--- src/cpu_pkg.sv ---
package cpu_pkg;

    // ----------------------------------------
    // widths
    // ----------------------------------------
    // data path, pc and memory addresses share one width
    localparam int data_w     = 8;
    localparam int instr_w    = 32;
    localparam int reg_addr_w = 3;
    localparam int reg_count  = 1 << reg_addr_w;
    // rom covers the whole pc range
    localparam int rom_depth  = 1 << data_w;
    localparam int ram_depth  = 64;
    localparam int ram_addr_w = $clog2(ram_depth);

    typedef logic [data_w-1:0]     data_t;
    typedef logic [instr_w-1:0]    instr_t;
    typedef logic [reg_addr_w-1:0] reg_addr_t;

    // ----------------------------------------
    // memory map
    // ----------------------------------------
    // load from here returns the switches
    localparam data_t in_port_addr  = 8'd255;
    // store here goes to the output port, not ram
    localparam data_t out_port_addr = 8'd254;

    // ----------------------------------------
    // encodings
    // ----------------------------------------
    typedef enum logic [5:0] {
        op_rtype = 6'd0,
        op_j     = 6'd2,
        op_beq   = 6'd4,
        op_addi  = 6'd8,
        op_lw    = 6'd35,
        op_sw    = 6'd43
    } opcode_e;

    typedef enum logic [5:0] {
        fn_add = 6'd32,
        fn_sub = 6'd34,
        fn_and = 6'd36,
        fn_or  = 6'd37,
        fn_slt = 6'd42
    } funct_e;

    // mips style alu control codes
    typedef enum logic [2:0] {
        alu_and = 3'b000,
        alu_or  = 3'b001,
        alu_add = 3'b010,
        alu_sub = 3'b110,
        alu_slt = 3'b111
    } alu_op_e;

endpackage

--- src/register_file.sv ---
`timescale 1ns/1ns

module register_file (
    input  logic               clk,
    input  logic               reset,
    input  cpu_pkg::reg_addr_t ra1,
    input  cpu_pkg::reg_addr_t ra2,
    input  cpu_pkg::reg_addr_t wa3,
    input  logic               we3,
    input  cpu_pkg::data_t     wd3,
    output cpu_pkg::data_t     rd1,
    output cpu_pkg::data_t     rd2
);
    import cpu_pkg::*;

    data_t regs [reg_count];

    // ----------------------------------------
    // write port
    // ----------------------------------------
    always_ff @(posedge clk) begin
        if (reset) begin
            for (int i = 0; i < reg_count; i++) begin
                regs[i] <= '0;
            end
        end else if (we3 && (wa3 != '0)) begin
            // r0 is hardwired, writes to it are dropped
            regs[wa3] <= wd3;
        end
    end

    // ----------------------------------------
    // read ports
    // ----------------------------------------
    // combinational, r0 forced to zero
    assign rd1 = (ra1 == '0) ? '0 : regs[ra1];
    assign rd2 = (ra2 == '0) ? '0 : regs[ra2];

endmodule

--- config.mk ---
export PLATFORM = sky130hd
export DESIGN_NAME = register_file
export DESIGN_NICKNAME = d
export VERILOG_FILES = /design/src/cpu_pkg.sv /design/src/register_file.sv
export SDC_FILE = /design/constraint.sdc
export NUM_CORES = 1
export LEC_CHECK = 0
export ABC_AREA = 1
export BUFFER_PORTS_ARGS = -buffer_cell sky130_fd_sc_hd__buf_2
export CAP_MARGIN = 30
export CORE_MARGIN = 4
export CORE_UTILIZATION = 50
export DETAILED_ROUTE_END_ITERATION = 12
export PLACE_DENSITY = 0.69
export RECOVER_POWER = 100
export SLEW_MARGIN = 20
export SYNTH_ARGS = -nofsm -noshare
export SYNTH_HDL_FRONTEND = slang
export SYNTH_SLANG_ARGS = --single-unit
--- constraint.sdc ---
create_clock -name clk -period 5.8 [get_ports clk]
set_input_delay 1.16 -clock clk [delete_from_list [all_inputs] [get_ports clk]]
set_output_delay 1.16 -clock clk [all_outputs]
set_load 0.02 [all_outputs]
-- Word-level counts from Yosys, hierarchy flattened
Memory sizes are Yosys's and may differ from the RTL's.
Index checks and enable logic that the tools add are counted.
- register bits after elaboration: 0
- bits in writable memories: 64
- input bits: 20
- output and inout bits: 16
- word-level logic and storage cells: 16
- memories kept: 1
- mux-type cells: 10
- reduce and logical (&&, ||, !) cells: 5
- memories (memory ; depth ; width ; rd ports ; clocked after Yosys merged registers in ; write ports ; line ; RTL):
    regs ; 8 ; 8 ; 2 ; 0 ; 8 ; register_file.sv:16 ; data_t regs [reg_count];
- operator list (operator ; count):
    8-bit 2-to-1 mux ; 3
    8-bit OR reduction ; 1
    3-bit zero test ; 2
    1-bit 2-to-1 mux ; 6
    3-bit 2-to-1 mux ; 1
    3-bit nonzero test ; 1
    1-bit logical AND ; 1

-- Logic depth before layout (Yosys ltp)
- depth in word-level cells: 7
- depth in mapped cells: 8
- gate-level depth less buffers: 6

-- Worst setup path before layout
Ideal clock, no wire load.
- kind: input port to output port
- from: in ra1[1]
- to: out rd1[5]
- arrival time: 2026 ps
- data required time: 4640 ps
- setup slack: 2614 ps
- stages on the path: 7
- buffers on the path: 2
- cells stage by stage: buf_2 -> inv_2 -> buf_4 -> nand3_1 -> nand2_1 -> nor2_1 -> nor2_1
- cells in the longest elaborated chain, start to end: 2
- elaborated cells on any way between the ends: 3
- classes of those cells: mux: 1; reduce/logical: 1; memory: 1
- ends and longest elaborated chain (what ; line ; RTL):
    start, declared ; register_file.sv:6 ; input cpu_pkg::reg_addr_t ra1,
    memory read 8 x 8 bit / 3-bit zero test (equally long branches) ; n/a ;
    8-bit 2-to-1 mux * ; register_file.sv:36 ; assign rd1 = (ra1 == '0) ? '0 : regs[ra1];
    end, declared ; register_file.sv:11 ; output cpu_pkg::data_t rd1,
Mark *: on every way between the ends. The rest lies on a longest branch, timed or not.

-- Final worst setup path
- from: in ra1[0]
- to: out rd1[5]
Same word-level chain as after synthesis.

==> qor.csv <==
metric,value,unit
CP startpoint kind,primary input,
DRT antenna net count,0,
First DRT Iteration DRCs,261,
TritonRoute pass-1 iters,5,
Via density,5.26,
Die Width,96.4,microns
Wirelength per Cell,15.8,microns
gpl congestion,0.988,
met2 usage,0.328,
Leakage,0.00203,uW
Synth area leaders,"edfxtp_1 49%, nand2_1 15%, inv_1 7.4%",
Setup TNS Final,0,ns
fin crit share,0.810,
Slew Limit Fails,0,
crit path kind,in -> out,
crit path DAT,3.54,ns
post-synthesis sequential area ratio,0.492,
Reg area,0.00192,sq mm
residual overflow from global routing,0,
list of most frequent post-synthesis cells,"161 x nand2_1, 77 x inv_1, 64 x edfxtp_1",
Yosys warnings,0,
DRC,0,
Clock Sinks,64,
GRT Max-Usage Layer,met1,
Port Buffer Count,35,
Post-synth EDFFs,64,
worst-path fanout max,34,
synthesis-stage register bit count,64,
status,completed,
# H-tree levels,3,
"count leader, synth",nand2_1,
Final Power,1190,uW
Max Cap Violations,0,
core area,0.00741,sq mm
WHS,1.25,ns
Clock Tree Buf Depth,2,
antenna cell count,0,
post-CTS sizing,0,
Via Count,3313,
worst setup path startpoint,ra1[0],
top flop regs,regs (64),
Hold Crit Class,in -> reg,
Mean Syn Cell Area,7.86,sq um
Synth cell types,20,
met3 GRT Util,0.0380,
Setup-failing EPs final,0,
Post-Syn Instances,497,
fill cell count,700,
Max-slew headroom,0.0521,
RSZ-0062 raised after global routing,no,
number of setup buffers added after CTS,0,
Largest register FFs,64,
root buffer cell,clkbuf_8,
CTS tree,built,
power density over the cells,282,mW/mm^2
Die Area,0.00929,sq mm
Worst Setup End Kind,output pin,
Biggest register,regs,
slew at the pin closest to its max-slew limit,1.42,ns
Fmax,213,MHz
post-detail-place hpwl,7.24,mm
Multi-input gate area,0.00145,sq mm
initial antenna violation count,0,
Mapped Area,0.00391,sq mm
Tot GR Track Use,0.228,
Peak VDD IR,0.127,mV
worst hold path startpoint,wd3[7],
Synth area leader,edfxtp_1,
min Tclk post-route,4.70,ns
final hold vios,0,
global-route wire length before repair,15.7,mm
critical path data required time,4.64,ns
ys flop type,edfxtp_1,
Final nets,546,
largest net degree at the start of global routing,35,
num rows,31,
vias in the first global route,2939,
Starting Density,0.527,
proportion of layout cells with a drive suffix above 1,0.0960,
final std cells w/o fill,630,
CTS Hold Bufs,0,
area share of the largest cell type after synthesis,0.492,
chip height,96.4,microns
number of CTS-inserted buffers,9,
met1 Track Usage GR,0.353,
num ports,36,
total instance count after detailed placement,613,
Synth async-reset ratio,0,
Syn-to-layout area delta,8.01,%
Detailed Route WL,9.96,mm
clock-pin slew on the worst setup and hold paths,0.07,ns
layout by cell type, fill, tap and decap left out, drive strengths merged:
cell        n
nand4       5
clkbuf     18
clkinvlp    1
buf        29
nor2       63
edfxtp     64
nand3      50
bufinv      3
o211ai     24
o21ai       2
a21oi       1
nor3       16
clkinv      2
inv        81
conb        8
nand2     164
worst max-delay path: stages:
cell and delay [ns]:
clkbuf_1 1.01, inv_2 0.58, nand2_1 0.21, nand3_1 0.08, nand3_1 0.09, nand2_1 0.05
nor2_1 0.14, buf_2 0.19
final timing paths:
kind | to | slack (ns) | cells after the start
setup / recovery | rd1[5] | 1.10 | 8
hold / removal | regs[2][7] | 1.25 | 3
layer usage:
layer | part of all wire | vias to the layer above
li1 | - | 1636
met1 | 0.49 | 1523
met2 | 0.43 | 137
met3 | 0.065 | 17
met4 | 0.021 | 0
met5 | 0 | -
stage by stage:
stage,utilization,instance area (sq um),setup WS [ns]
floorplan,-,3930,2.61
global placement,0.549,4070,1.96
detailed placement,0.549,4070,1.93
CTS,0.581,4310,1.92
global route,0.569,4220,0.876
finish,0.569,4220,1.10
area by class of cell:
type                            count  share of cell area
Multi-Input combinational cell    333               0.345
Sequential cell                    64               0.456
Clock buffer                       10              0.0302
Clock inverter                      6              0.0255
Tap cell                           99              0.0294
Inverter                           81              0.0727
Timing Repair Buffer               37              0.0421
power breakdown:
| part | internal (uW) | switching (uW) | leakage (uW) |
|---|---|---|---|
| Clock | 284 | 169 | 0.000116 |
| Sequential | 540 | 15.1 | 0.000615 |
| Combinational | 50.7 | 130 | 0.00130 |
kinds of logic (layout without fill, tap and decap cells):
logic type	Yosys count	count (layout)	share of synthesized area
and+or+nand+nor	298	298	0.335
buffers and inverters	107	134	0.122
DFF	64	64	0.492
AOI/OAI and AO/OA	27	27	0.0500
other	1	8	0.000960
Power figures use the tool's default switching activity.
