**src/cpu_pkg.sv**
```systemverilog
package cpu_pkg;

    // ----------------------------------------
    // widths
    // ----------------------------------------
    // data path, pc and memory addresses share one width
    localparam int data_w     = 8;
    localparam int instr_w    = 32;
    localparam int reg_addr_w = 3;
    localparam int reg_count  = 1 << reg_addr_w;
    // rom covers the whole pc range
    localparam int rom_depth  = 1 << data_w;
    localparam int ram_depth  = 64;
    localparam int ram_addr_w = $clog2(ram_depth);

    typedef logic [data_w-1:0]     data_t;
    typedef logic [instr_w-1:0]    instr_t;
    typedef logic [reg_addr_w-1:0] reg_addr_t;

    // ----------------------------------------
    // memory map
    // ----------------------------------------
    // load from here returns the switches
    localparam data_t in_port_addr  = 8'd255;
    // store here goes to the output port, not ram
    localparam data_t out_port_addr = 8'd254;

    // ----------------------------------------
    // encodings
    // ----------------------------------------
    typedef enum logic [5:0] {
        op_rtype = 6'd0,
        op_j     = 6'd2,
        op_beq   = 6'd4,
        op_addi  = 6'd8,
        op_lw    = 6'd35,
        op_sw    = 6'd43
    } opcode_e;

    typedef enum logic [5:0] {
        fn_add = 6'd32,
        fn_sub = 6'd34,
        fn_and = 6'd36,
        fn_or  = 6'd37,
        fn_slt = 6'd42
    } funct_e;

    // mips style alu control codes
    typedef enum logic [2:0] {
        alu_and = 3'b000,
        alu_or  = 3'b001,
        alu_add = 3'b010,
        alu_sub = 3'b110,
        alu_slt = 3'b111
    } alu_op_e;

endpackage

```
**src/alu.sv**
```systemverilog
`timescale 1ns/1ns

module alu (
    input  cpu_pkg::data_t   src_a,
    input  cpu_pkg::data_t   src_b,
    input  cpu_pkg::alu_op_e alu_op,
    output cpu_pkg::data_t   result,
    output logic             zero
);
    import cpu_pkg::*;

    always_comb begin
        case (alu_op)
            alu_and: result = src_a & src_b;
            alu_or:  result = src_a | src_b;
            // add and sub wrap modulo 256
            alu_add: result = src_a + src_b;
            alu_sub: result = src_a - src_b;
            // unsigned compare, result is 1 or 0
            alu_slt: result = (src_a < src_b) ? data_t'(1) : '0;
            default: result = '0;
        endcase
    end

    // zero flag feeds the beq decision
    assign zero = (result == '0);

endmodule

```
**config.mk**
```make
export PLATFORM = sky130hd
export DESIGN_NAME = alu
export DESIGN_NICKNAME = d
export VERILOG_FILES = /design/src/cpu_pkg.sv /design/src/alu.sv
export SDC_FILE = /design/constraint.sdc
export NUM_CORES = 1
export LEC_CHECK = 0
export ABC_AREA = 1
export BUFFER_PORTS_ARGS = -buffer_cell sky130_fd_sc_hd__buf_2
export CAP_MARGIN = 10
export CELL_PAD_IN_SITES_DETAIL_PLACEMENT = 1
export CELL_PAD_IN_SITES_GLOBAL_PLACEMENT = 1
export CORE_MARGIN = 3
export CORE_UTILIZATION = 25
export DETAILED_ROUTE_END_ITERATION = 10
export PLACE_DENSITY = 0.58
export SYNTH_ARGS = -nofsm -noshare
export SYNTH_HDL_FRONTEND = slang
export SYNTH_SLANG_ARGS = --single-unit
```
**constraint.sdc**
```tcl
create_clock -name vclk -period 4.3
set_input_delay 0.43 -clock vclk [all_inputs]
set_output_delay 0.43 -clock vclk [all_outputs]
set_load 0.02 [all_outputs]
```
# Word-level counts from Yosys, hierarchy flattened
# Cells that the tools add are included.
[word_totals]
ff_bits = 0
elab_cells = 13
[classes]
n_bitwise = 2
n_eq_ne = 4
addsub = 2
n_lt_le_gt_ge = 1
mux = 2
n_reduce_logical = 2
[ops]
columns = ["cell", "count"]
rows = [
  ["$pmux W8 S5", 1],
  ["$add A8 B8 Y8", 1],
  ["$and A8 B8 Y8", 1],
  ["$logic_not A8 Y1", 1],
  ["$lt A8 B8 Y1", 1],
  ["$or A8 B8 Y8", 1],
  ["$sub A8 B8 Y8", 1],
  ["$eq A3 B3 Y1 const B", 2],
  ["$eq A3 B1 Y1 const B", 1],
  ["$eq A3 B2 Y1 const B", 1],
  ["$logic_not A3 Y1", 1],
  ["$mux W1", 1],
]

# Logic depth before layout (Yosys ltp)
[depth]
ltp_word = 4
mapped_depth = 14

# Worst setup path after synthesis
# No wires, ideal clock.
[synth_path]
path_kind = "input-to-output"
start = "input src_a[0]"
end = "output zero"
path_buffers = 0
slack_ps = 1721
stages = 12
required_time_ps = 3870
arrival_ps = 2149
path_cell_list = "inv_1 -> ha_1 -> fa_1 -> inv_1 -> nand2_1 -> nand2_1 -> nand2_1 -> nand3_1 -> nand3b_1 -> nor3_2 -> nand2_1 -> nor2_1"
[synth_rtl]
columns = ["element", "line", "rtl"]
rows = [
  ["from (decl)", "alu.sv:4", "input cpu_pkg::data_t src_a,"],
  ["$sub A8 B8 Y8 or $add A8 B8 Y8 (tied branches)", "alu.sv:18, alu.sv:17", ""],
  ["$pmux W8 S5 (*)", "alu.sv:13", "case (alu_op)"],
  ["net result[4]", "alu.sv:7", "output cpu_pkg::data_t result,"],
  ["$logic_not A8 Y1 (*)", "alu.sv:26", "assign zero = (result == '0);"],
  ["to (decl)", "alu.sv:8", "output logic zero"],
]
# Mark *: on every way through the listed nets, which the timed path passes. The rest lies on a longest branch.

# Worst setup path after layout
[layout_path]
start = "input src_a[0]"
end = "output zero"
[layout_via]
elab_chain_len = 4
[layout_lines]
columns = ["element", "line", "rtl"]
rows = [
  ["$lt A8 B8 Y1", "alu.sv:20", "alu_slt: result = (src_a < src_b) ? data_t'(1) : '0;"],
  ["$mux W1", "alu.sv:20", ""],
  ["$pmux W8 S5 (*)", "alu.sv:13", ""],
  ["$logic_not A8 Y1 (*)", "alu.sv:26", ""],
]
# Every way passes the cells marked *; elsewhere a longest branch is shown, timed or not.

==> reports/metrics.csv <==
metric,value,unit
final period utilization,0.647,
Cells after Synth,213,
hold_buf cts,0,
hold endpoint,result[1],
Die Wd,75.9,um
Seq Cell Count,0,
CP dominant cell by count,nand3_1,
1st-iter DRT viols,64,
RSZ-0062 raised after global routing,no,
syn avg cell area,5.73,sq um
final hold slack,1.40,ns
first-pass GRT wire length,6470,um
final WL,3980,um
vias,1368,
final hold vios,0,
Cell variety after synth,24,
diode count,0,
fin. max-slew vios,0,
Synth Cell Area,0.00122,sq mm
DRC errors left,0,
worst hold start,alu_op[0],
CP Data Arrival Time,2.35,ns
power per cell area,118,mW/mm^2
share of layout cells above drive strength 1,0.160,
Initial Utilization,0.269,
Slew @ Worst Pin,0.630,ns
Setup TNS Final,0,ns
"Largest stage delay, worst path",0.41,ns
Via density,4.51,
final weighted congestion in routability-driven placement,0.867,
CP Capture Type,output port,
"antenna viol nets, final",0,
drt pass-1 iters,4,
largest net degree at the start of global routing,12,
I/O Buffers,28,
Leakage,0.862,nW
initial antenna violation count,0,
global route total overflow,0,
io pins,28,
dpl hpwl,3490,um
hold path cells,6,
critical path type,in -> out,
setup violators final,0,
FF/Latch Area,0,sq um
Peak VDD IR,0.0000280,V
CTS resizes,0,
vias in the first global route,1335,
status,finished clean,
Syn Nets,260,
total of max-cap violations,0,
total die area,0.00576,sq mm
DR WL/cell,13.1,um
DIE HEIGHT,75.9,um
element type at the critical path start,input port,
row cnt,24,
"Max stage delay cell, worst path",fa_1,
critical path data required time,3.87,ns
CP max FO,4,
Worst slew margin,0.578,
worst min path class,in -> out,
"Warnings, synthesis",0,
crit-path cells,buf_2 -> ha_1 -> fa_1 -> nand2_1 -> nand3_1 -> nand3_1 -> nand3_1 -> nand3_1 -> nand3_1 -> nor2_1 -> nand2_1 -> nor2_1 -> buf_2,
Final #Nets,287,
Period minus WS final,2.78,ns
f_max,0.360,GHz
clock buffer count,0,
core region area,0.00453,sq mm
Setup Buffers After CTS,0,
"Seq/Total Area, Yosys",0,
Overall Global Routing Usage,0.146,
Area growth syn-to-layout,15.9,%
[Yosys cell counts]
master,n,area [sq um]
o21bai_1,2,15.0
o21ai_0,6,30.0
nor2_1,20,75.1
xor2_1,1,8.76
a21oi_1,5,25.0
or2_2,1,6.26
nor2_2,1,6.26
nor3_2,1,10.0
nand3_1,33,165
nand3b_1,4,30.0
buf_2,1,5.00
nand2_2,1,6.26
nand2_1,46,173
and3_1,1,6.26
buf_6,2,22.5
a21oi_2,2,17.5
inv_1,44,165
fa_1,2,40.0
nand4_1,6,37.5
nand3_2,2,20.0
ha_1,26,325
o22ai_1,3,18.8
inv_2,2,7.51
nor3_1,1,5.00
[placed cells by master (no fill, tap or decap), types with 3 or more instances in the layout]
master	netlist	routed
o22ai_1	3	3
ha_1	26	26
o21ai_0	6	6
buf_2	1	28
nand2_1	46	46
nand3b_1	4	4
nor2_1	20	20
a21oi_1	5	5
nand4_1	6	6
inv_1	44	44
nand3_1	33	33
[per-layer routing]
| metal | share of wire | track usage | up-vias |
|---|---|---|---|
| li1 | - | - | 729 |
| met1 | 0.53 | 0.217 | 623 |
| met2 | 0.45 | 0.244 | 16 |
| met3 | 0.026 | 0.00528 | 0 |
| met4 | 0 | 0.00777 | 0 |
| met5 | 0 | 0 | - |
[metrics by stage]
stage	instance area (sq um)	std cells	setup slack [ns]	total power (W)	util
after global placement	1420	303	1.53	0.000168	0.312
after CTS	1420	303	1.51	0.000169	0.312
after global routing	1420	303	1.31	0.000193	0.312
after floorplan	1220	213	1.72	0.000117	-
final	1420	303	1.52	0.000167	0.312
after detailed placement	1420	303	1.52	0.000168	0.312
[kinds of logic after synthesis]
kind of cell	after synthesis	synth area share
AOI/OAI and AO/OA	18	0.0871
and+or+nand+nor	117	0.443
adders and majority gates	28	0.299
buffers and inverters	49	0.164
xor gates and xnor gates	1	0.00717
[worst max path at each step]
stage | from | end | slack (ns) | cells past startpoint
2_1_floorplan | src_a[0] | zero | 1.72 | 12
3_3_place_gp | src_a[0] | zero | 1.53 | 10
3_5_place_dp | src_a[0] | zero | 1.52 | 13
4_1_cts | src_a[0] | zero | 1.51 | 13
5_1_grt | src_a[0] | zero | 1.31 | 13
6_report | src_a[0] | zero | 1.52 | 13
[worst max-delay path, delay by kind of cell]
family,cells,cell delay (ns)
AND/OR/NAND/NOR,9,0.97
adder cells (fa/ha/maj),2,0.68
buffers and inverters,2,0.27
[area by class of cell]
cell class	instances	area, sq um
multi-input combinational	164	1020
timing repair buffer	28	140
tap	65	81.3
fill	632	3120
inverter	46	173
[report_power, final]
group	leakage [nW]	internal (W)	switching, W
combinational	0.862	0.0000578	0.000110
clock	0	0	0
sequential	0	0	0
total	0.862	0.0000578	0.000110
(Power assumes the default switching activity.)
