--- src/cpu_pkg.sv ---
package cpu_pkg;

    // ----------------------------------------
    // widths
    // ----------------------------------------
    // data path, pc and memory addresses share one width
    localparam int data_w     = 8;
    localparam int instr_w    = 32;
    localparam int reg_addr_w = 3;
    localparam int reg_count  = 1 << reg_addr_w;
    // rom covers the whole pc range
    localparam int rom_depth  = 1 << data_w;
    localparam int ram_depth  = 64;
    localparam int ram_addr_w = $clog2(ram_depth);

    typedef logic [data_w-1:0]     data_t;
    typedef logic [instr_w-1:0]    instr_t;
    typedef logic [reg_addr_w-1:0] reg_addr_t;

    // ----------------------------------------
    // memory map
    // ----------------------------------------
    // load from here returns the switches
    localparam data_t in_port_addr  = 8'd255;
    // store here goes to the output port, not ram
    localparam data_t out_port_addr = 8'd254;

    // ----------------------------------------
    // encodings
    // ----------------------------------------
    typedef enum logic [5:0] {
        op_rtype = 6'd0,
        op_j     = 6'd2,
        op_beq   = 6'd4,
        op_addi  = 6'd8,
        op_lw    = 6'd35,
        op_sw    = 6'd43
    } opcode_e;

    typedef enum logic [5:0] {
        fn_add = 6'd32,
        fn_sub = 6'd34,
        fn_and = 6'd36,
        fn_or  = 6'd37,
        fn_slt = 6'd42
    } funct_e;

    // mips style alu control codes
    typedef enum logic [2:0] {
        alu_and = 3'b000,
        alu_or  = 3'b001,
        alu_add = 3'b010,
        alu_sub = 3'b110,
        alu_slt = 3'b111
    } alu_op_e;

endpackage

--- src/control_unit.sv ---
`timescale 1ns/1ns

module control_unit (
    input  cpu_pkg::opcode_e opcode,
    input  cpu_pkg::funct_e  funct,
    output logic             reg_write,
    output logic             reg_dst,
    output logic             alu_src,
    output logic             mem_to_reg,
    output logic             mem_write,
    output logic             branch,
    output logic             jump,
    output cpu_pkg::alu_op_e alu_op
);
    import cpu_pkg::*;

    always_comb begin
        // defaults: nothing written, pc runs sequentially
        reg_write  = 1'b0;
        reg_dst    = 1'b0;
        alu_src    = 1'b0;
        mem_to_reg = 1'b0;
        mem_write  = 1'b0;
        branch     = 1'b0;
        jump       = 1'b0;
        alu_op     = alu_add;

        case (opcode)
            op_rtype: begin
                // rd is the destination, op from funct
                reg_dst   = 1'b1;
                reg_write = 1'b1;
                case (funct)
                    fn_add:  alu_op = alu_add;
                    fn_sub:  alu_op = alu_sub;
                    fn_and:  alu_op = alu_and;
                    fn_or:   alu_op = alu_or;
                    fn_slt:  alu_op = alu_slt;
                    // unknown funct, so an all-zero word does nothing
                    default: reg_write = 1'b0;
                endcase
            end
            op_lw: begin
                // address = rs + imm, data back from memory
                reg_write  = 1'b1;
                alu_src    = 1'b1;
                mem_to_reg = 1'b1;
            end
            op_sw: begin
                alu_src   = 1'b1;
                mem_write = 1'b1;
            end
            op_addi: begin
                reg_write = 1'b1;
                alu_src   = 1'b1;
            end
            op_beq: begin
                // equal operands give a zero difference
                branch = 1'b1;
                alu_op = alu_sub;
            end
            op_j: begin
                jump = 1'b1;
            end
            default: begin
                // unknown opcode falls through as a no-op
                reg_write = 1'b0;
            end
        endcase
    end

endmodule

--- config.mk ---
export PLATFORM = sky130hd
export DESIGN_NAME = control_unit
export DESIGN_NICKNAME = d
export VERILOG_FILES = /design/src/cpu_pkg.sv /design/src/control_unit.sv
export SDC_FILE = /design/constraint.sdc
export NUM_CORES = 1
export LEC_CHECK = 0
export BUFFER_PORTS_ARGS = -buffer_cell sky130_fd_sc_hd__buf_2
export CAP_MARGIN = 15
export CORE_AREA = 2 2 39 41
export DETAILED_ROUTE_END_ITERATION = 10
export DIE_AREA = 0 0 41 43
export PLACE_DENSITY = 0.52
export SLEW_MARGIN = 5
export SYNTH_ARGS = -nofsm -noshare
export SYNTH_HDL_FRONTEND = slang
export SYNTH_SLANG_ARGS = --single-unit
export TNS_END_PERCENT = 1
--- constraint.sdc ---
create_clock -name vclk -period 0.8
set_clock_uncertainty 0.15 [all_clocks]
set_input_delay 0.12 -clock vclk [all_inputs]
set_output_delay 0.12 -clock vclk [all_outputs]
set_load 0.01 [all_outputs]
---- Word-level counts from Yosys, hierarchy flattened ----
Index checks and enable logic that the tools add are counted.
operators by class
  eq/ne operators ......................... 10
  mux-type cells .......................... 10
  reduce and logical (&&, ||, !) cells .... 4
operators by type and width
  kind                                            number
  == test 6 bit (second input constant)           7
  one-hot mux 3 bit (4 select lines)              1
  2-to-1 mux 1 bit                                7
  == test 6 x 2 -> 1 bit (second input constant)  1
  == test 6 x 3 -> 1 bit (second input constant)  1
  == test 6 x 4 -> 1 bit (second input constant)  1
  logical NOT 6 bit                               1
  one-hot mux 3 bit (2 select lines)              1
  OR reduction 5 bit                              1
  OR reduction 3 bit                              1
  one-hot mux 1 bit (2 select lines)              1
  OR reduction 2 bit                              1
storage, ports and cells
  register bits after elaboration ......... 0
  input port bits ......................... 12
  output and inout port bits .............. 10

---- Longest topological paths before layout ----
  depth after elaboration ................. 4
  depth in mapped cells ................... 3
  gate-level depth less buffers ........... 3

---- Least setup slack after synthesis ----
OpenSTA, ideal clock, no wires.
  path type ............................... input to output
  start ................................... input funct[1]
  end ..................................... output alu_op[0]
  data arrival time ....................... 0.681 ns
  path slack .............................. -0.151 ns
  stages on the path ...................... 3
  buffers on the path ..................... 0
  path through ............................ nor3b_1 -> a32oi_1 -> nor3b_2
between the ends
  longest elaborated chain between the ends .. 3
  elaborated cells between the ends (all ways) .. 6
  classes of those cells .................. eq/ne (4); mux (2)
ends and longest elaborated chain
  item                                  line                text
  start, declared                       control_unit.sv:5   input cpu_pkg::funct_e funct,
  == test 6 bit                         control_unit.sv:33  case (funct)
  one-hot mux 3 bit (4 select lines) *  control_unit.sv:33
  one-hot mux 3 bit (2 select lines) *  control_unit.sv:28  case (opcode)
  end, declared                         control_unit.sv:13  output cpu_pkg::alu_op_e alu_op
Every way passes the cells marked *; elsewhere a longest branch is shown, timed or not.

---- Final worst setup path ----
  start ................................... input opcode[0]
  end ..................................... output alu_op[0]
between the ends
  longest elaborated chain between the ends .. 2
  elaborated cells between the ends (all ways) .. 3
  classes of those cells .................. eq/ne (1); mux (1); reduce/logical (1)
ends and longest elaborated chain
  item                                                         line                text
  start, declared                                              control_unit.sv:4   input cpu_pkg::opcode_e opcode,
  == test 6 x 3 -> 1 bit or logical NOT 6 bit (tied branches)  control_unit.sv:28
  one-hot mux 3 bit (2 select lines) *                         control_unit.sv:28
Marked as above.

==> out/qor.yml <==
period_minus_slack_ns: 1.16
tightest_slew_ns: 0.270
dp_slack_ns: -0.414
drc_errors: 0
cap_violations: 0
antenna_found_initial: 0
grt_max_degree: 7
path_class: "in -> out"
yosysSeqAreaShare_pct: 0
drtAntennaViolNets: 0
finalInstanceArea_sq_um: 414
power_density_nw_per_um2: 348
hold_depth: 4
path_cells: "buf_8, nor3_4, nand2_2, nor3b_2, buf_2"
layout.cells.non_filler: 75
fin_nets: 73
synthToLayoutAreaGrowth_pct: 112
hold_violations: 0
status: "finished with violations"
yosysTopAreaCellShare_pct: 11.5
grt_overflow: 0
ys_types: 20
pin_count: 22
placed_area_sq_um: 370
critPathTopFamily: "simple AND/OR/NAND/NOR gates"
hold_path.class: "in -> out"
p_clk_share_pct: 0
combPwrFrac_pct: 100.0
internal-power_uw: 78.5
crit_path_max_incr_delay_ns: 0.28
cp_num_buf_inv: 2
crit_cells: 5
grt_util_all_layers_pct: 8.01
yosys-top-cells-area: "nor2_1, and3_1, nor3_4"
slew_viol_final: 0
netlist_instances: 30
die_area_sq_um: 1760
seq_power_share_pct: 0
start_util_pct: 14.1
path_max_fanout: 6
grt_setup_unrepaired: "true"
p_sw_share_pct: 45.5
fmax_ghz: 0.862
start_kind: "input port"
vias: 328
routedWlPerCell_um: 9.01
holdBufCountCts: 0
dp_hpwl_um: 568
critical_path.endpoint_type: "primary output"
grt_pass1_wl_mm: 1.06
power_leakage_nw: 0.214
seq_area_sq_um: 0
io_buffers: 22
layout-drive-gt1-share_pct: 61.0
vias_per_cell: 4.37
routed_wl_um: 676
syn_nets: 42
antenna_cells: 0
switching_power_uw: 65.5
final_util_pct: 29.9
grt_pass1_vias: 280
timing.final.crit_share_pct: 145
yosys_warnings: 0
fp-row-count: 14
finalSetupViolCount: 10
final_cell_mix: "buf_2, buf_4, nor2_1, and3_1, nor3b_2"
nFlopsAndLatches: 0
yosysTopAreaCell: "nor2_1"
syn_avg_cell_area_sq_um: 6.51
crit_slowest_cell: "nor3_4"
place.gp.congestion: 0.682
crit_required_ns: 0.53
setup_ws_ns: -0.360
violations: "negative setup slack"
n_clock_buffer: 0
core-area_sq_um: 1380
first_pass_iters: 3
dpl.cell_count: 74
max-vdd-ir-drop_uv: 135
first_iter_violations: 8
layout_commonest_cell: "buf_2"
syn-cell-area_sq_um: 195
slew_headroom_pct: 81.9
critPathArrivalTime_ns: 0.89
die_w_um: 41
die_h_um: 43
-- power by group through the flow --
stage | clock network, mW | registers (mW) | logic, mW
6_report | 0 | 0 | 0.144
5_1_grt | 0 | 0 | 0.158
4_1_cts | 0 | 0 | 0.141
2_1_floorplan | 0 | 0 | 0.0430
3_5_place_dp | 0 | 0 | 0.125
3_3_place_gp | 0 | 0 | 0.123
-- layout make-up --
cell class / count / area, sq um
Fill cell: 151 / 970
Inverter: 1 / 3.75
Multi-Input combinational cell: 29 / 208
Tap cell: 16 / 20.0
Timing Repair Buffer: 29 / 183
-- metrics by stage --
step | power (mW) | setup TNS [ns] | hold WS, ns
2_1_floorplan | 0.0430 | -0.752 | 0.138
3_3_place_gp | 0.123 | -3.46 | 0.447
3_5_place_dp | 0.125 | -3.47 | 0.451
4_1_cts | 0.141 | -3.14 | 0.455
5_1_grt | 0.158 | -3.75 | 0.470
6_report | 0.144 | -2.96 | 0.448
-- repair_timing --
action	CTS	global route
gates resized for setup	7	2
setup endpoints to repair	10	10
pin swaps	2	4
setup buffers	1	0
-- logic make-up after synthesis --
| kind of cell | after synthesis | synth area share, % |
|---|---|---|
| buffers and inverters | 1 | 1.92 |
| AO/OA/AOI/OAI | 6 | 22.4 |
| AND/OR/NAND/NOR | 23 | 75.6 |
-- cells in the mapped netlist --
| library cell | count |
|---|---|
| inv_1 | 1 |
| nand2_2 | 1 |
| a22oi_1 | 1 |
| nor3b_1 | 2 |
| and2b_2 | 1 |
| a32oi_1 | 1 |
| nand2_1 | 2 |
| o221ai_1 | 1 |
| nand4_1 | 1 |
| nor3b_2 | 1 |
| a31oi_1 | 1 |
| nor2_1 | 6 |
| and3_1 | 3 |
| nor3_4 | 1 |
| and2_1 | 2 |
| o21ai_1 | 1 |
| nor3_2 | 1 |
| nand3_1 | 1 |
| a21boi_1 | 1 |
| nor2b_1 | 1 |
-- per-layer routing --
metal,part of all wire (%),GRT usage (%),vias up,wire length [um]
li1,-,-,175,-
met5,0,0,-,0
met1,44,12.1,140,296
met4,0,0,0,0
met3,9.2,0.524,0,62
met2,47,12.8,13,317
-- path summary, 6_finish.rpt --
kind	start	to	slack, ns
max	opcode[0]	alu_op[0]	-0.36
min	funct[4]	alu_op[1]	0.45
(Power assumes the default switching activity.)
