File: config.mk
export PLATFORM = sky130hd
export DESIGN_NAME = data_mem_io
export DESIGN_NICKNAME = d
export VERILOG_FILES = /design/src/cpu_pkg.sv /design/src/data_mem_io.sv
export SDC_FILE = /design/constraint.sdc
export NUM_CORES = 1
export LEC_CHECK = 0
export ABC_AREA = 1
export BUFFER_PORTS_ARGS = -buffer_cell sky130_fd_sc_hd__clkbuf_2
export CORE_ASPECT_RATIO = 1.25
export CORE_UTILIZATION = 30
export CTS_CLUSTER_DIAMETER = 30
export CTS_CLUSTER_SIZE = 20
export DETAILED_ROUTE_END_ITERATION = 7
export PLACE_DENSITY = 0.55
export REMOVE_ABC_BUFFERS = 1
export SYNTH_ARGS = -nofsm -noshare
export SYNTH_HDL_FRONTEND = slang
export SYNTH_SLANG_ARGS = --single-unit
File: constraint.sdc
create_clock -name clk -period 6.1 [get_ports clk]
set_input_delay 0.61 -clock clk [delete_from_list [all_inputs] [get_ports clk]]
set_output_delay 0.61 -clock clk [all_outputs]
set_load 0.01 [all_outputs]
File: src/cpu_pkg.sv
package cpu_pkg;

    // ----------------------------------------
    // widths
    // ----------------------------------------
    // data path, pc and memory addresses share one width
    localparam int data_w     = 8;
    localparam int instr_w    = 32;
    localparam int reg_addr_w = 3;
    localparam int reg_count  = 1 << reg_addr_w;
    // rom covers the whole pc range
    localparam int rom_depth  = 1 << data_w;
    localparam int ram_depth  = 64;
    localparam int ram_addr_w = $clog2(ram_depth);

    typedef logic [data_w-1:0]     data_t;
    typedef logic [instr_w-1:0]    instr_t;
    typedef logic [reg_addr_w-1:0] reg_addr_t;

    // ----------------------------------------
    // memory map
    // ----------------------------------------
    // load from here returns the switches
    localparam data_t in_port_addr  = 8'd255;
    // store here goes to the output port, not ram
    localparam data_t out_port_addr = 8'd254;

    // ----------------------------------------
    // encodings
    // ----------------------------------------
    typedef enum logic [5:0] {
        op_rtype = 6'd0,
        op_j     = 6'd2,
        op_beq   = 6'd4,
        op_addi  = 6'd8,
        op_lw    = 6'd35,
        op_sw    = 6'd43
    } opcode_e;

    typedef enum logic [5:0] {
        fn_add = 6'd32,
        fn_sub = 6'd34,
        fn_and = 6'd36,
        fn_or  = 6'd37,
        fn_slt = 6'd42
    } funct_e;

    // mips style alu control codes
    typedef enum logic [2:0] {
        alu_and = 3'b000,
        alu_or  = 3'b001,
        alu_add = 3'b010,
        alu_sub = 3'b110,
        alu_slt = 3'b111
    } alu_op_e;

endpackage

File: src/data_mem_io.sv
`timescale 1ns/1ns

module data_mem_io (
    input  logic           clk,
    input  logic           reset,
    input  cpu_pkg::data_t address,
    input  cpu_pkg::data_t write_data,
    input  logic           mem_write,
    input  cpu_pkg::data_t switches,
    output cpu_pkg::data_t read_data,
    output cpu_pkg::data_t parallel_out
);
    import cpu_pkg::*;

    data_t                 ram [ram_depth];
    logic [ram_addr_w-1:0] ram_index;
    logic                  sel_in_port;
    logic                  sel_out_port;

    // ram only sees the low address bits
    assign ram_index = address[ram_addr_w-1:0];

    // address decode for the two io ports
    assign sel_in_port  = (address == in_port_addr);
    assign sel_out_port = (address == out_port_addr);

    // ----------------------------------------
    // data ram
    // ----------------------------------------
    // store to the output port never reaches ram
    always_ff @(posedge clk) begin
        if (!reset && mem_write && !sel_out_port) begin
            ram[ram_index] <= write_data;
        end
    end

    // ----------------------------------------
    // parallel output port
    // ----------------------------------------
    always_ff @(posedge clk) begin
        if (reset) begin
            parallel_out <= '0;
        end else if (mem_write && sel_out_port) begin
            parallel_out <= write_data;
        end
    end

    // read mux: switches at the input port, ram elsewhere
    assign read_data = sel_in_port ? switches : ram[ram_index];

endmodule

======== Word level (Yosys, flattened, before mapping) ========
Memory sizes are Yosys's and may differ from the RTL's.
Index checks and enable logic that the tools add are counted.
cells by class
  add/sub/neg operators ................... 0
  $mul .................................... 0
  div/mod/pow operators ................... 0
  magnitude comparators ................... 0
  eq/ne operators ......................... 2
  shift-type cells ........................ 0
  mux-type cells .......................... 3
  bitwise gates (word level) .............. 0
  reductions and logical operators ........ 5
operators with widths
  kind                                        count
  8-bit equality test, second input constant  2
  8-bit two-way mux                           1
  1-bit logical AND                           3
  1-bit logical NOT                           2
  1-bit two-way mux                           2
word-level totals
  flip-flop bits (word level) ............. 8
  latch bits .............................. 0
  memory bits (writable) .................. 512
  bits in read-only memories .............. 0
  input bits .............................. 27
  output and inout bits ................... 16
  logic and storage cells ................. 12
  memories ................................ 1
memories
  memory  words  width  read ports  clocked after memory_dff  write ports  RTL line           text
  ram     64     8      1           0                         1            data_mem_io.sv:15  data_t ram [ram_depth];

======== Depth between registers and ports, before layout ========
Gate-level depths: netlist of run 1.
  depth in word-level cells ............... 5
  depth in mapped cells ................... 16
  depth with buffers taken out ............ 13

======== Worst setup path before layout of run 1 ========
OpenSTA, ideal clock, no wires.
  path type ............................... input to output
  start point ............................. input address[0]
  end point ............................... output read_data[7]
  arrival time ............................ 1.760 ns
  data required time ...................... 5.490 ns
  slack ................................... 3.730 ns
  cell stages on the path ................. 12
  path buffers ............................ 3
  path through ............................ buf_6 -> inv_4 -> buf_6 -> buf_2 -> nand2_1 -> a21oi_1 -> o21ai_1 -> nand2_1 -> nand2_1 -> nand2_1 -> nor2_1 -> a21oi_1
on the way
  longest elaborated chain between the ends .. 2
  elaborated cells between the ends (all ways) .. 3
  classes of those cells .................. eq/ne: 1; mux: 1; memory: 1
RTL lines
  item                                                      RTL line           text
  start, declared                                           data_mem_io.sv:6   input cpu_pkg::data_t address,
  memory 64 x 8 bit or 8-bit equality test (tied branches)  -
  8-bit two-way mux (*)                                     data_mem_io.sv:49  assign read_data = sel_in_port ? switches : ram[ram_index];
  end, declared                                             data_mem_io.sv:10  output cpu_pkg::data_t read_data,
Every way passes the cells marked *; elsewhere a longest branch is shown, timed or not.

======== Worst setup path after layout of run 1 ========
Same ends and word-level chain as after synthesis.

==> impl_metrics.tcl, run 1 <==
set metrics [dict create \
    synthFlopType "edfxtp_1" \
    synth_common_cells "nand2_1, edfxtp_1, inv_1" \
    ys_types 27 \
    cts.path.max_buffers 3 \
    max_freq_mhz 240 \
    final_antenna_net_count 0 \
    period_needed_ns 4.17 \
    end_kind "output pin" \
    finalHoldViolCount 0 \
    cp_max_fo 110 \
    ys_async_sr_fraction_pct 0 \
    critPathKind "input pin to output pin" \
    setup_violations 0 \
    r2r_setup_slack_ns 5.37 \
    required_ns 5.49 \
    clkLatencyLatePin_ns 0.60 \
    critical_path.endpoint "read_data[7]" \
    netlist_instances 2257 \
    drive_above_1_share_pct 9.54 \
    crit_start "address[0]" \
    clkTransAtPathRegs_ns 0.06 \
    ir_worst_vdd_uv 223 \
    synth_seq_cells 520 \
    powerDensity_nw_per_um2 332 \
    p_leak_nw 10.9 \
    hpwl_mm 32.9 \
    die_h_um 309 \
    start_util_pct 30.3 \
    grt_pass1_wl_mm 88.5 \
    pin_count 43 \
    coreArea_sq_um 74600 \
    finalWirelength_mm 57.1 \
    num-nets-final 2323 \
    grt_antenna_before_repair 1 \
    avgViaCountPerCell 4.53 \
    die_w_um 247 \
    min_delay_path_depth 2 \
    h-tree-depth 3 \
    whs_ns 0.377 \
    drt_iter0_drc 1092 \
    drc_errors 0 \
    fin_setup_tns_ns 0 \
    io_buffer_count 42 \
    rr_endpoint "parallel_out[3]$_SDFFE_PP0P_" \
    yosysWarnings 0 \
    dp_slack_ns 1.90 \
    critPathArrivalTime_ns 3.56 \
    r2r_start "parallel_out[3]$_SDFFE_PP0P_" \
    synth_top_cell_by_area "edfxtp_1" \
    cts_tree "done" \
    rr_worst_depth 2 \
    clockRootBuffer "clkbuf_16" \
    first_pass_iters 5 \
    row_count 112 \
    worst_setup_path_start_kind "input pin" \
    setup_slack_ns 1.93 \
    synth_area_sq_um 22600 \
    synth_area_per_cell_sq_um 10.0 \
    synth_area_leaders "edfxtp_1, nand2_1, inv_1" \
    hold_path_class "input pin to flip-flop" \
    rsz0062_at_grt "no" \
    wl_per_cell_um 17.2 \
    synth_edf_count 512 \
    synth.most_common_cell "nand2_1" \
    status "completed" \
    gp_congestion 0.804 \
    numCtsBuffers 74 \
    synth-seq-area-share_pct 68.7 \
    grt_remaining_overflow 0 \
    skew_ns 0 \
    post-route-period-util_pct 68.3 \
    hold_buffers 0 \
    relSlewSlack_pct 28.6 \
    maxCapViolCount 0 \
    num_antenna_cells 0 \
    yosysTopAreaCellShare_pct 68.0 \
    track_usage_pct 15.3 \
    synthToLayoutAreaGrowth_pct 16.2 \
    cts_resized 0 \
    tightestPinTransition_ns 1.07 \
    vias 15100 \
    first_global_vias 15100 \
    dieArea_sq_um 76400 \
    clock_sinks 520 \
    post_cts_buffers 0 \
    slew_viol_final 0 \
    grt_max_degree 118 \
]
## placed cells by master (no fill, tap or decap)
master | netlist | layout
a211oi_1 | 8 | 8
a21oi_1 | 5 | 5
buf_12 | 0 | 3
buf_4 | 13 | 18
buf_6 | 3 | 1
bufinv_16 | 0 | 4
clkbuf_1 | 12 | 5
clkbuf_16 | 0 | 77
clkbuf_2 | 0 | 40
clkinv_1 | 2 | 9
clkinv_2 | 0 | 6
clkinv_4 | 0 | 6
clkinv_8 | 0 | 10
clkinvlp_4 | 0 | 2
dfxtp_1 | 8 | 8
edfxtp_1 | 512 | 512
inv_1 | 203 | 203
inv_2 | 4 | 3
inv_4 | 1 | 2
inv_6 | 0 | 13
inv_8 | 0 | 8
nand2_1 | 1145 | 1145
nand2_2 | 6 | 6
nand3_1 | 126 | 126
nand3_2 | 1 | 1
nand3_4 | 5 | 5
nand4_1 | 8 | 8
nor2_1 | 101 | 101
nor2_2 | 3 | 3
nor2_8 | 1 | 1
nor3_2 | 5 | 5
nor3_4 | 1 | 1
o211ai_1 | 2 | 2
o21ai_1 | 1 | 1
or2_2 | 10 | 10
## how the worst min path moves through the flow
stage | from | slack [ns] | end
global route | reset | 0.38 | parallel_out[4]$_SDFFE_PP0P_
global placement | parallel_out[5]$_SDFFE_PP0P_ | 0.45 | parallel_out[5]$_SDFFE_PP0P_
CTS | reset | 0.35 | parallel_out[0]$_SDFFE_PP0P_
finish | reset | 0.38 | parallel_out[0]$_SDFFE_PP0P_
floorplan | parallel_out[0]$_SDFFE_PP0P_ | 0.48 | parallel_out[0]$_SDFFE_PP0P_
detailed placement | parallel_out[2]$_SDFFE_PP0P_ | 0.45 | parallel_out[2]$_SDFFE_PP0P_
## worst max-delay path: stages
cell and delay [ns]:
buf_6 0.20, inv_6 0.61, buf_12 0.45, buf_4 0.35, nand2_1 0.07, nand2_1 0.06
nand2_1 0.06, nand4_1 0.16, nand2_1 0.10, nand3_1 0.08, nor2_1 0.05, a21oi_1 0.25
clkbuf_2 0.19
## stage by stage
stage | area, sq um | instances | power (mW) | util, %
2_1_floorplan | 22100 | 2158 | 4.23 | -
3_3_place_gp | 23700 | 3189 | 4.47 | 31.8
3_5_place_dp | 23700 | 3189 | 4.47 | 31.8
4_1_cts | 26300 | 3327 | 8.79 | 35.2
5_1_grt | 26300 | 3327 | 8.98 | 35.2
6_report | 26300 | 3327 | 8.71 | 35.2
## power breakdown
part | switching (mW) | internal [mW] | total [mW]
sequential | 0.00308 | 3.94 | 3.94
clock | 1.75 | 2.57 | 4.31
combinational | 0.345 | 0.108 | 0.453
total | 2.09 | 6.62 | 8.71
## final cells by class
type                    count  area (sq um)
fillers                  7412         48300
flip-flops and latches    520         15500
clock inverters            56           609
clock buffers              82          1950
repair buffers             62           407
well taps                 969          1210
inverters                 210           795
multi-input cells        1428          5770
## sequential cells by signal, summed over array words and instances, names as in the netlist
| name | count |
|---|---|
| ram | 512 |
| parallel_out | 8 |
## metal layers
metal	part of all wire [%]	GRT usage, %	up-vias
li1	-	-	7352
met5	0.018	0	-
met1	41	18.2	7209
met4	4.4	7.86	2
met2	50	26.4	400
met3	4.6	2.38	124
## cells by family after synthesis
| group | after synthesis | share of synthesized area (%) |
|---|---|---|
| flops | 520 | 68.7 |
| buf+inv | 309 | 5.75 |
| compound gates | 16 | 0.465 |
| simple gates | 1412 | 25.0 |
Note: power is estimated with default switching activity, not from simulation.
==> run 2: changes to the inputs <==
--- a/config.mk
+++ b/config.mk
@@ -12,7 +12,7 @@
 export CTS_CLUSTER_DIAMETER = 30
 export CTS_CLUSTER_SIZE = 20
 export DETAILED_ROUTE_END_ITERATION = 7
-export PLACE_DENSITY = 0.55
+export PLACE_DENSITY = 0.57
 export REMOVE_ABC_BUFFERS = 1
 export SYNTH_ARGS = -nofsm -noshare
 export SYNTH_HDL_FRONTEND = slang
==> constraint.sdc (replaced) <==
create_clock -name clk -period 3.5 [get_ports clk]
set_input_delay 0.35 -clock clk [delete_from_list [all_inputs] [get_ports clk]]
set_output_delay 0.35 -clock clk [all_outputs]
set_load 0.01 [all_outputs]
==> run 2 against run 1 <==
Compared with the run above:
- clock skew unchanged
- die area is the same
- register-to-register slack lost 2.6 ns
- combinational power rose by 84%
- critical path type unchanged
- largest cell class unchanged
- largest power group unchanged
==> impl_metrics.tcl, run 2 (same netlist as run 1, synthesis figures left out) <==
set metrics [dict create \
    largest_register_ffs 512 \
    h-tree-depth 3 \
    grt_max_degree 78 \
    pin_count 43 \
    max_freq_mhz 344 \
    grt_pass1_wl_mm 91.3 \
    period_needed_ns 2.91 \
    gp_congestion 0.863 \
    drive_above_1_share_pct 11.8 \
    critPathKind "input pin to output pin" \
    num-nets-final 2394 \
    fin_setup_tns_ns 0 \
    post-route-period-util_pct 83.0 \
    reg_top3 "ram: 512 flops, parallel_out: 8 flops" \
    p_leak_nw 11.2 \
    regMostFlops "ram" \
    finalWirelength_mm 59.8 \
    numCtsBuffers 69 \
    required_ns 3.15 \
    powerDensity_nw_per_um2 549 \
    skew_ns 0 \
    io_buffer_count 42 \
    track_usage_pct 15.9 \
    hold_path_class "input pin to flip-flop" \
    drt_iter0_drc 1308 \
    clockRootBuffer "clkbuf_16" \
    hold_buffers 0 \
    cp_max_fo 47 \
    cts.path.max_buffers 3 \
    maxCapViolCount 0 \
    tightestPinTransition_ns 0.955 \
    first_pass_iters 6 \
    clkTransAtPathRegs_ns 0.07 \
    r2r_setup_slack_ns 2.78 \
    setup_violations 0 \
    whs_ns 0.112 \
    layout_common_cells "nand2_1, edfxtp_1, inv_1" \
    coreArea_sq_um 74600 \
    avgViaCountPerCell 4.57 \
    cts_resized 0 \
    end_kind "output pin" \
    status "completed" \
    dieArea_sq_um 76400 \
    start_util_pct 30.3 \
    critPathArrivalTime_ns 2.56 \
    synthToLayoutAreaGrowth_pct 18.0 \
    worst_setup_path_start_kind "input pin" \
    vias 15500 \
    clkLatencyLatePin_ns 0.60 \
    slew_viol_final 0 \
    grt_antenna_before_repair 1 \
    post_cts_buffers 0 \
    layout_commonest_cell "nand2_1" \
    first_global_vias 15400 \
    finalHoldViolCount 0 \
    wl_per_cell_um 17.6 \
    die_h_um 309 \
    grt_remaining_overflow 0 \
    relSlewSlack_pct 36.4 \
    clock_sinks 520 \
    rsz0062_at_grt "no" \
    ir_worst_vdd_uv 313 \
    row_count 112 \
    die_w_um 247 \
    final_antenna_net_count 0 \
    drc_errors 0 \
    cts_tree "done" \
    hpwl_mm 37.2 \
]
run 2: critical path: stages:
cell,delay (ns)
buf_6,0.35
inv_6,0.21
buf_12,0.26
nand2_1,0.08
nand2_1,0.05
nand2_1,0.06
nand2_1,0.06
nand2_1,0.06
nand2_1,0.07
nand2_1,0.06
nand2_1,0.13
nor2_1,0.32
nand3_1,0.16
nand2_1,0.09
inv_1,0.04
clkbuf_2,0.12
run 2: final timing paths:
kind | from | end | depth (start not counted)
min | reset | parallel_out[6]$_SDFFE_PP0P_ | 2
max | address[0] | read_data[5] | 16
min reg2reg | parallel_out[7]$_SDFFE_PP0P_ | parallel_out[7]$_SDFFE_PP0P_ | 2
max reg2reg | parallel_out[0]$_SDFFE_PP0P_ | parallel_out[0]$_SDFFE_PP0P_ | 2
run 2: where the power goes:
| group | leakage [nW] | switching [mW] | internal [mW] |
|---|---|---|---|
| clock | 1.10 | 2.83 | 4.11 |
| sequential | 4.67 | 0.00556 | 6.86 |
| combinational | 5.44 | 0.618 | 0.214 |
run 2: final cells by class:
type / instances / area [sq um]
Fill cell: 7377 / 47900
Sequential cell: 520 / 15500
Antenna cell: 1 / 2.50
Tap cell: 969 / 1210
Clock inverter: 45 / 479
Timing Repair Buffer: 138 / 1080
Inverter: 210 / 795
Multi-Input combinational cell: 1428 / 5770
Clock buffer: 78 / 1800
run 2: layer usage:
layer	vias up	share of wire, %	global-route usage (%)
met4	2	3.9	7.42
met5	-	0.018	0
li1	7472	-	-
met2	484	51	27.7
met1	7401	40	19.1
met3	134	4.9	2.43
run 2: through the flow:
stage / power [mW] / cell area, sq um / instances / worst slack, ns / util (%)
after floorplan: 7.37 / 22100 / 2158 / 0.752 / -
after global placement: 7.83 / 24400 / 3265 / 0.607 / 32.7
after detailed placement: 7.84 / 24400 / 3265 / 0.612 / 32.7
after CTS: 14.8 / 26700 / 3388 / 0.605 / 35.8
after global routing: 15.1 / 26700 / 3388 / 0.457 / 35.8
final: 14.6 / 26700 / 3389 / 0.595 / 35.8
